### config.mk
export PLATFORM = sky130hd
export DESIGN_NAME = alu_ops_generator
export DESIGN_NICKNAME = d
export VERILOG_FILES = /design/src/common/alu_ops_pkg.sv /design/src/common/engine_pkg.sv /design/src/hw/alu_ops_generator/alu_ops_control.sv /design/src/hw/alu_ops_generator/alu_ops_generator.sv /design/src/hw/alu_ops_generator/alu_ops_merge_stage.sv /design/src/hw/sync_fifo.sv
export SDC_FILE = /design/constraint.sdc
export NUM_CORES = 2
export LEC_CHECK = 0
export ABC_AREA = 1
export ABC_CLOCK_PERIOD_IN_PS = 5000
export BUFFER_PORTS_ARGS = -buffer_cell sky130_fd_sc_hd__buf_2
export CAP_MARGIN = 20
export CORE_MARGIN = 8
export CORE_UTILIZATION = 30
export CTS_CLUSTER_DIAMETER = 50
export DETAILED_ROUTE_END_ITERATION = 10
export GPL_TIMING_DRIVEN = 1
export SYNTH_ARGS = -nofsm -noshare
export SYNTH_HDL_FRONTEND = slang
export SYNTH_SLANG_ARGS = --single-unit
### constraint.sdc
create_clock -name ap_clk -period 5 [get_ports ap_clk]
set_clock_uncertainty 0.05 [all_clocks]
set_input_delay 0.75 -clock ap_clk [delete_from_list [all_inputs] [get_ports ap_clk]]
set_output_delay 0.75 -clock ap_clk [all_outputs]
set_load 0.02 [all_outputs]
### src/common/alu_ops_pkg.sv
/*
 * ALU ops generator package
 * Configuration word and FSM state encoding of the generator stage
 */

package alu_ops_pkg;

    // ------------------------------------------------
    // Configuration word
    // ------------------------------------------------
    // merge_mask set means forward, clear means drop
    typedef struct packed {
        logic valid;
        logic merge_mask;
    } alu_ops_config_t;

    // ------------------------------------------------
    // Generator FSM
    // ------------------------------------------------
    typedef enum logic [2:0] {
        // One cycle after reset release
        RESET,
        // Waiting for a descriptor
        IDLE,
        // Setup request pulse
        SETUP_REQ,
        // Waiting for the configuration word
        SETUP_WAIT,
        // Draining responses
        BUSY,
        // Output FIFO above threshold
        PAUSE,
        // Job complete, back to IDLE
        DONE
    } alu_ops_gen_state_e;

endpackage

### src/common/engine_pkg.sv
/*
 * Engine package
 * Memory packet and kernel descriptor types shared by the engine blocks
 */

package engine_pkg;

    // ------------------------------------------------
    // Field widths
    // ------------------------------------------------
    // Routing / vertex id
    parameter int META_WIDTH  = 16;
    parameter int FIELD_WIDTH = 32;
    // Responses per job
    parameter int COUNT_WIDTH = 16;

    // ------------------------------------------------
    // Memory packets
    // ------------------------------------------------
    // FIFO data word, 48 bits
    typedef struct packed {
        logic [META_WIDTH-1:0]  meta;
        logic [FIELD_WIDTH-1:0] field;
    } memory_packet_payload_t;

    typedef struct packed {
        logic                   valid;
        memory_packet_payload_t payload;
    } memory_packet_t;

    // ------------------------------------------------
    // Kernel descriptor
    // ------------------------------------------------
    // Starts a job of response_count responses
    typedef struct packed {
        logic                   valid;
        logic [COUNT_WIDTH-1:0] response_count;
    } kernel_descriptor_t;

endpackage

### src/hw/alu_ops_generator/alu_ops_control.sv
/*
 * ALU ops generator control
 * Job FSM: descriptor accept, configuration setup, pause on output
 * back-pressure and completion after the descriptor's response count
 */

`timescale 1ns/1ps

module alu_ops_control (
    input  logic                           ap_clk,
    input  logic                           areset_generator,
    input  engine_pkg::kernel_descriptor_t descriptor,
    input  alu_ops_pkg::alu_ops_config_t   config_word,
    input  logic                           consumed,
    input  logic                           out_prog_full,
    output logic                           configure_memory_setup,
    output logic                           params_active,
    output logic                           merge_mask,
    output logic                           pop_enable,
    output logic                           done_out
);
    import engine_pkg::*;
    import alu_ops_pkg::*;

    alu_ops_gen_state_e     state;
    alu_ops_gen_state_e     next_state;
    logic [COUNT_WIDTH-1:0] remaining;
    logic                   done_flag;
    logic                   job_start;
    logic                   config_accept;

    assign job_start     = (state == IDLE) && descriptor.valid;
    assign config_accept = (state == SETUP_WAIT) && config_word.valid;

    // ------------------------------------------------
    // State register and next state
    // ------------------------------------------------
    always_ff @(posedge ap_clk) begin
        if (areset_generator) begin
            state <= RESET;
        end else begin
            state <= next_state;
        end
    end

    always_comb begin
        next_state = state;
        case (state)
            RESET: begin
                next_state = IDLE;
            end
            IDLE: begin
                if (descriptor.valid) begin
                    next_state = SETUP_REQ;
                end
            end
            SETUP_REQ: begin
                next_state = SETUP_WAIT;
            end
            SETUP_WAIT: begin
                // Empty job skips straight to completion
                if (config_word.valid) begin
                    next_state = (remaining == '0) ? DONE : BUSY;
                end
            end
            BUSY: begin
                if (remaining == '0) begin
                    next_state = DONE;
                end else if (out_prog_full) begin
                    next_state = PAUSE;
                end
            end
            PAUSE: begin
                // Pops still in flight can finish the job while paused
                if (remaining == '0) begin
                    next_state = DONE;
                end else if (!out_prog_full) begin
                    next_state = BUSY;
                end
            end
            DONE: begin
                next_state = IDLE;
            end
            default: begin
                next_state = RESET;
            end
        endcase
    end

    // ------------------------------------------------
    // Response count and job parameters
    // ------------------------------------------------
    always_ff @(posedge ap_clk) begin
        if (areset_generator) begin
            remaining <= '0;
        end else if (job_start) begin
            remaining <= descriptor.response_count;
        end else if (consumed) begin
            remaining <= remaining - 1'b1;
        end
    end

    always_ff @(posedge ap_clk) begin
        if (areset_generator) begin
            params_active <= 1'b0;
            merge_mask    <= 1'b0;
        end else if (config_accept) begin
            params_active <= 1'b1;
            merge_mask    <= config_word.merge_mask;
        end else if (state == DONE) begin
            params_active <= 1'b0;
        end
    end

    // Done level, held until the next descriptor
    always_ff @(posedge ap_clk) begin
        if (areset_generator) begin
            done_flag <= 1'b0;
        end else if (state == DONE) begin
            done_flag <= 1'b1;
        end else if (job_start) begin
            done_flag <= 1'b0;
        end
    end

    // ------------------------------------------------
    // Outputs
    // ------------------------------------------------
    assign configure_memory_setup = (state == SETUP_REQ);
    assign done_out               = done_flag;

    // The merge stage allows one pop at a time and its consumed pulse lands
    // before the next pop, so remaining already counts every issued pop here
    assign pop_enable = (state == BUSY) && (remaining != '0);

    a_consumed_in_job: assert property (@(posedge ap_clk) disable iff (areset_generator)
        consumed |-> (state inside {BUSY, PAUSE}) && (remaining != '0))
        else $error("consumed pulse outside an active job");

endmodule

### src/hw/alu_ops_generator/alu_ops_generator.sv
/*
 * ALU ops generator engine stage
 * Input and output registers around the response and request FIFOs,
 * the job FSM and the merge stage
 */

`timescale 1ns/1ps

module alu_ops_generator #(
    parameter int FIFO_DEPTH  = 16,
    parameter int PROG_THRESH = 8
) (
    input  logic                           ap_clk,
    input  logic                           areset_generator,
    input  engine_pkg::kernel_descriptor_t descriptor_in,
    input  alu_ops_pkg::alu_ops_config_t   config_in,
    input  engine_pkg::memory_packet_t     response_in,
    output logic                           response_prog_full,
    input  logic                           request_rd_en,
    output engine_pkg::memory_packet_t     request_out,
    output logic                           configure_memory_setup,
    output logic                           done_out
);
    import engine_pkg::*;
    import alu_ops_pkg::*;

    kernel_descriptor_t     descriptor_reg;
    alu_ops_config_t        config_reg;
    memory_packet_t         response_reg;

    logic                   resp_rd_en;
    memory_packet_payload_t resp_dout;
    logic                   resp_valid;
    logic                   resp_empty;

    logic                   req_wr_en;
    memory_packet_payload_t req_din;
    logic                   req_rd_en;
    memory_packet_payload_t req_dout;
    logic                   req_valid;
    logic                   req_empty;
    logic                   req_prog_full;

    logic                   consumed;
    logic                   params_active;
    logic                   merge_mask;
    logic                   pop_enable;

    // ------------------------------------------------
    // Input registers
    // ------------------------------------------------
    always_ff @(posedge ap_clk) begin
        descriptor_reg.response_count <= descriptor_in.response_count;
        config_reg.merge_mask         <= config_in.merge_mask;
        response_reg.payload          <= response_in.payload;
        if (areset_generator) begin
            descriptor_reg.valid <= 1'b0;
            config_reg.valid     <= 1'b0;
            response_reg.valid   <= 1'b0;
        end else begin
            descriptor_reg.valid <= descriptor_in.valid;
            config_reg.valid     <= config_in.valid;
            response_reg.valid   <= response_in.valid;
        end
    end

    sync_fifo #(
        .DEPTH      (FIFO_DEPTH),
        .PROG_THRESH(PROG_THRESH)
    ) response_fifo_i (
        .ap_clk          (ap_clk),
        .areset_generator(areset_generator),
        .wr_en           (response_reg.valid),
        .din             (response_reg.payload),
        .rd_en           (resp_rd_en),
        .dout            (resp_dout),
        .valid           (resp_valid),
        .empty           (resp_empty),
        .full            (),
        .prog_full       (response_prog_full)
    );

    alu_ops_control control_i (
        .ap_clk                (ap_clk),
        .areset_generator      (areset_generator),
        .descriptor            (descriptor_reg),
        .config_word           (config_reg),
        .consumed              (consumed),
        .out_prog_full         (req_prog_full),
        .configure_memory_setup(configure_memory_setup),
        .params_active         (params_active),
        .merge_mask            (merge_mask),
        .pop_enable            (pop_enable),
        .done_out              (done_out)
    );

    // Forward only while a configuration is live
    alu_ops_merge_stage merge_stage_i (
        .ap_clk          (ap_clk),
        .areset_generator(areset_generator),
        .in_empty        (resp_empty),
        .in_valid        (resp_valid),
        .in_dout         (resp_dout),
        .pop_enable      (pop_enable),
        .merge_mask      (params_active & merge_mask),
        .in_rd_en        (resp_rd_en),
        .consumed        (consumed),
        .out_wr_en       (req_wr_en),
        .out_din         (req_din)
    );

    // ------------------------------------------------
    // Request FIFO and output register
    // ------------------------------------------------
    assign req_rd_en = request_rd_en & ~req_empty;

    sync_fifo #(
        .DEPTH      (FIFO_DEPTH),
        .PROG_THRESH(PROG_THRESH)
    ) request_fifo_i (
        .ap_clk          (ap_clk),
        .areset_generator(areset_generator),
        .wr_en           (req_wr_en),
        .din             (req_din),
        .rd_en           (req_rd_en),
        .dout            (req_dout),
        .valid           (req_valid),
        .empty           (req_empty),
        .full            (),
        .prog_full       (req_prog_full)
    );

    always_ff @(posedge ap_clk) begin
        request_out.payload <= req_dout;
        if (areset_generator) begin
            request_out.valid <= 1'b0;
        end else begin
            request_out.valid <= req_valid;
        end
    end

endmodule

### src/hw/alu_ops_generator/alu_ops_merge_stage.sv
/*
 * ALU ops merge stage
 * Pops responses from the input FIFO and forwards or drops them
 */

`timescale 1ns/1ps

module alu_ops_merge_stage (
    input  logic                               ap_clk,
    input  logic                               areset_generator,
    input  logic                               in_empty,
    input  logic                               in_valid,
    input  engine_pkg::memory_packet_payload_t in_dout,
    input  logic                               pop_enable,
    input  logic                               merge_mask,
    output logic                               in_rd_en,
    output logic                               consumed,
    output logic                               out_wr_en,
    output engine_pkg::memory_packet_payload_t out_din
);

    logic pop_pending;

    // One pop in flight, so at most one pop every two cycles
    assign in_rd_en = ~in_empty & pop_enable & ~pop_pending;
    assign consumed = in_valid;

    always_ff @(posedge ap_clk) begin
        if (areset_generator) begin
            pop_pending <= 1'b0;
        end else if (in_valid) begin
            pop_pending <= 1'b0;
        end else if (in_rd_en) begin
            pop_pending <= 1'b1;
        end
    end

    // ------------------------------------------------
    // Forwarding register
    // ------------------------------------------------
    // Dropped responses never raise the write
    always_ff @(posedge ap_clk) begin
        if (areset_generator) begin
            out_wr_en <= 1'b0;
        end else begin
            out_wr_en <= in_valid & merge_mask;
        end
    end

    always_ff @(posedge ap_clk) begin
        if (in_valid) begin
            out_din.meta  <= in_dout.meta;
            out_din.field <= in_dout.field;
        end
    end

    a_valid_after_pop: assert property (@(posedge ap_clk) disable iff (areset_generator)
        in_valid |-> $past(in_rd_en))
        else $error("input FIFO data without a matching pop");

endmodule

### src/hw/sync_fifo.sv
/*
 * Synchronous FIFO for memory packet payloads
 * Registered read data with a valid flag, occupancy count and programmable-full level
 */

`timescale 1ns/1ps

module sync_fifo #(
    parameter int DEPTH       = 16,
    parameter int PROG_THRESH = 8
) (
    input  logic                            ap_clk,
    input  logic                            areset_generator,
    input  logic                            wr_en,
    input  engine_pkg::memory_packet_payload_t din,
    input  logic                            rd_en,
    output engine_pkg::memory_packet_payload_t dout,
    output logic                            valid,
    output logic                            empty,
    output logic                            full,
    output logic                            prog_full
);
    import engine_pkg::*;

    localparam int ADDR_W  = (DEPTH > 1) ? $clog2(DEPTH) : 1;
    localparam int COUNT_W = $clog2(DEPTH + 1);

    memory_packet_payload_t mem [DEPTH];
    logic [ADDR_W-1:0]      wr_ptr;
    logic [ADDR_W-1:0]      rd_ptr;
    logic [COUNT_W-1:0]     count;
    logic                   wr_ok;
    logic                   rd_ok;

    // Wrap at DEPTH, which need not be a power of two
    function automatic logic [ADDR_W-1:0] next_ptr(input logic [ADDR_W-1:0] ptr);
        if (ptr == ADDR_W'(DEPTH - 1)) begin
            return '0;
        end
        return ptr + 1'b1;
    endfunction

    assign wr_ok     = wr_en & ~full;
    assign rd_ok     = rd_en & ~empty;
    assign empty     = (count == '0);
    assign full      = (count == COUNT_W'(DEPTH));
    assign prog_full = (count >= COUNT_W'(PROG_THRESH));

    // ------------------------------------------------
    // Pointers and occupancy
    // ------------------------------------------------
    always_ff @(posedge ap_clk) begin
        if (areset_generator) begin
            wr_ptr <= '0;
            rd_ptr <= '0;
            count  <= '0;
            valid  <= 1'b0;
        end else begin
            if (wr_ok) begin
                wr_ptr <= next_ptr(wr_ptr);
            end
            if (rd_ok) begin
                rd_ptr <= next_ptr(rd_ptr);
            end
            case ({wr_ok, rd_ok})
                2'b10:   count <= count + 1'b1;
                2'b01:   count <= count - 1'b1;
                default: count <= count;
            endcase
            valid <= rd_ok;
        end
    end

    // Storage and read data register
    always_ff @(posedge ap_clk) begin
        if (wr_ok) begin
            mem[wr_ptr] <= din;
        end
        if (rd_ok) begin
            dout <= mem[rd_ptr];
        end
    end

    a_no_overflow: assert property (@(posedge ap_clk) disable iff (areset_generator)
        wr_en |-> !full)
        else $error("sync_fifo write while full");

    a_no_underflow: assert property (@(posedge ap_clk) disable iff (areset_generator)
        rd_en |-> !empty)
        else $error("sync_fifo read while empty");

endmodule

==> flow_summary_export.csv <==
group,metric,value,unit
detailed_routing,post_drt_via_cell_ratio,4.94,
pwr,post-layout-total-power,38.4,mW
timing,report.final.setup_viol,0,
floorplanning,chipWidth,498,um
clocking,clock_sink_count,1849,
timing,relSlewSlack,25.9,%
timing,total_negative_slack,0,ns
clocking,cts-root-to-sink-buffers,3,
detailed_routing,antenna_violating_nets_post_route,0,
logic_synthesis,number_of_standard_cells_after_synthesis,5135,
timing,total_count_of_hold_check_failures_in_the_final_report,0,
placement,dp_hpwl,95600,um
logic_synthesis,synth_fp_nets,5227,
global_routing,antenna_found_initial,24,
pwr,leakage,26.0,nW
final_layout,num-nets-final,5376,
logic_synthesis,number_of_enable_type_register_cells_in_the_synthesized_netlist,1680,
pwr,ir_drop,0.394,mV
placement,routabilityCongestion,0.779,
setup_path,worst_r2r_path_depth,7,
timing,fin_crit,3.10,ns
placement,place.port_buffers,122,
logic_synthesis,synth_flop_cell,"sky130_fd_sc_hd__edfxtp_1",
clocking,cts_inserted_buffers,193,
min_path,hp-class,"in -> reg",
clocking,cts-hold-fix-buffers,62,
final_layout,layout-area-overhead-vs-synth,15.8,%
setup_path,crit_fanout,167,
setup_path,timing.setup.critical_path_class,"reg -> reg",
clocking,post-cts-setup-buffer-count,0,
floorplanning,initial_core_util,30.0,%
logic_synthesis,postSynthRegisterBits,1849,
detailed_routing,drt-total-wl,174000,um
global_routing,vias_in_the_first_global_route,40900,
setup_path,critical_path.startpoint_type,"register",
timing,worst_pin_slew,1.11,ns
floorplanning,die_area,0.248,sq mm
clocking,clock_latency,0.83,ns
final_layout,layout.cells.non_filler,8501,
detailed_routing,detailedRoute.firstIterationViolations,4137,
detailed_routing,wl_per_cell,20.5,um
logic_synthesis,synth_warnings,0,
timing,max_freq,322,MHz
timing,report.final.slew_viol_count,0,
placement,placed_cells_incl_taps,8067,
min_path,hold-path-cell-count,1,
global_routing,total_routing_usage_reported_by_global_routing,13.5,%
logic_synthesis,synth_top_cell_by_area,"sky130_fd_sc_hd__edfxtp_1",
final_layout,largest_registers,"request_fifo_i.mem: 768 flops, response_fifo_i.mem: 768 flops",
final_layout,top_library_cells_by_usage_in_the_layout_fill_and_taps_aside,"sky130_fd_sc_hd__edfxtp_1, sky130_fd_sc_hd__nor2_1, sky130_fd_sc_hd__o21ai_0",
timing,finalCritPeriodShare,62.0,%
floorplanning,floorplan.io_pins,123,
setup_path,r2r_slack,1.90,ns
logic_synthesis,avgSynthCellArea,13.6,sq um
logic_synthesis,synth.cell_area,0.0696,sq mm
floorplanning,fp.coreArea,0.232,sq mm
floorplanning,chip_height,498,um
clocking,clk_pin_slew_worst_paths,0.06,ns
logic_synthesis,synth.area.top_cells,"sky130_fd_sc_hd__edfxtp_1, sky130_fd_sc_hd__nor2_1, sky130_fd_sc_hd__dfxtp_1, sky130_fd_sc_hd__o21ai_0, sky130_fd_sc_hd__o32ai_1",
floorplanning,placement_row_count,177,
logic_synthesis,synth.top_cell.area_share,72.5,%
global_routing,grt_overflow_total,0,
detailed_routing,number_of_optimization_iterations_in_the_first_detailed_route_pass,5,
setup_path,critical_path_required,5.57,ns
final_layout,mostFrequentLayoutCell,"sky130_fd_sc_hd__edfxtp_1",
job,max_cap_viol_count,0,
global_routing,grt_max_degree,230,
pwr,power_density,476,mW/mm^2
setup_path,worstSetupEndpointType,"register",
clocking,clock_tree.root_cell,"sky130_fd_sc_hd__clkbuf_16",
final_layout,drive_above_1_share,9.74,%
logic_synthesis,post_synthesis_sequential_area_ratio,77.3,%
clocking,h-tree-depth,4,
setup_path,critPathArrivalTime,3.68,ns
final_layout,fillers,22200,
clocking,tritoncts,"built",
logic_synthesis,netlist-cell-type-count,33,
detailed_routing,via_count,42000,
logic_synthesis,synth-async-reset-ratio,0,%
global_routing,wire_length_of_the_first_global_routing_pass,261000,um
run_status,status,"finished clean",
detailed_routing,post_route_drc_violation_count,0,
timing,rsz0062_at_grt,"no",
clocking,post_cts_resize_count,0,
[worst max-delay path, stage by stage (launching register included)]
cell	delay, ns
sky130_fd_sc_hd__dfxtp_4	0.42
sky130_fd_sc_hd__inv_8	0.56
sky130_fd_sc_hd__buf_12	0.39
sky130_fd_sc_hd__buf_4	0.36
sky130_fd_sc_hd__nor2_1	0.08
sky130_fd_sc_hd__o32ai_1	0.29
sky130_fd_sc_hd__nand2_1	0.15
sky130_fd_sc_hd__nand3_1	0.25
[metal layers]
| layer | vias to the layer above | global-route usage [%] | part of all wire, % |
|---|---|---|---|
| met4 | 2 | 3.46 | 2.2 |
| met1 | 21100 | 19.1 | 45 |
| met2 | 1465 | 21.4 | 46 |
| met3 | 276 | 2.65 | 7.1 |
| li1 | 19200 | - | - |
| met5 | - | 0 | 0.0075 |
[cell usage after synthesis (2+ instances only)]
| master | count |
|---|---|
| sky130_fd_sc_hd__buf_6 | 17 |
| sky130_fd_sc_hd__o32ai_1 | 192 |
| sky130_fd_sc_hd__o21ai_1 | 59 |
| sky130_fd_sc_hd__ha_1 | 19 |
| sky130_fd_sc_hd__nand2_1 | 319 |
| sky130_fd_sc_hd__nand3_1 | 188 |
| sky130_fd_sc_hd__nor3_1 | 10 |
| sky130_fd_sc_hd__a21oi_1 | 32 |
| sky130_fd_sc_hd__xor2_1 | 11 |
| sky130_fd_sc_hd__o21ai_0 | 591 |
| sky130_fd_sc_hd__edfxtp_1 | 1680 |
| sky130_fd_sc_hd__inv_2 | 2 |
| sky130_fd_sc_hd__buf_1 | 23 |
| sky130_fd_sc_hd__nor2_1 | 1256 |
| sky130_fd_sc_hd__fa_1 | 2 |
| sky130_fd_sc_hd__o21bai_1 | 2 |
| sky130_fd_sc_hd__o211ai_1 | 195 |
| sky130_fd_sc_hd__dfxtp_1 | 169 |
| sky130_fd_sc_hd__o22ai_1 | 2 |
| sky130_fd_sc_hd__buf_2 | 75 |
| sky130_fd_sc_hd__nand4_1 | 7 |
| sky130_fd_sc_hd__buf_4 | 21 |
| sky130_fd_sc_hd__nand2_2 | 2 |
| sky130_fd_sc_hd__clkbuf_1 | 180 |
| sky130_fd_sc_hd__xnor2_1 | 5 |
| sky130_fd_sc_hd__inv_1 | 69 |
[power breakdown]
group	switching (mW)	leakage, nW	internal (mW)
clock network	6.01	2.99	7.92
registers	0.709	16.6	17.6
logic	4.16	6.48	1.95
[path summary, 6_finish.rpt]
path                                                              from                           endpoint
worst max-delay path            response_fifo_i.rd_ptr[0]$_SDFFE_PP0P_  response_fifo_i.dout[7]$_DFFE_PP_
worst min-delay path                                   response_in[18]           response_reg[18]$_DFF_P_
worst max register to register  response_fifo_i.rd_ptr[0]$_SDFFE_PP0P_  response_fifo_i.dout[7]$_DFFE_PP_
worst min register to register        request_fifo_i.dout[0]$_DFFE_PP_             request_out[0]$_DFF_P_
[logic make-up after synthesis]
logic type / count (synthesis) / share of synthesized area (%)
fa+ha+maj: 21 / 0.399
simple gates: 1786 / 10.0
flops: 1849 / 77.3
compound gates: 1074 / 9.47
buf+inv: 389 / 2.55
xor+xnor: 16 / 0.201
[area by class of cell]
cell class	instances	area, sq um	area share [%]
antenna	7	17.5	0.0217
clock buffer	245	5080	6.30
clock inverter	117	1110	1.38
inverter	72	285	0.354
multi-input combinational	2897	14200	17.7
sequential	1849	53900	66.8
tap	3043	3810	4.72
timing repair buffer	271	2180	2.71
[stage by stage]
stage	instance area, sq um	hold slack [ns]	util (%)	setup slack [ns]
final	80600	0.0602	34.8	1.90
after global routing	80600	0.00206	34.8	1.73
after CTS	80500	0.0138	34.7	1.92
after detailed placement	73700	0.277	31.8	1.96
after global placement	73600	0.279	31.8	2.03
after floorplan	69600	0.273	-	0.247
Power figures use the tool's default switching activity.
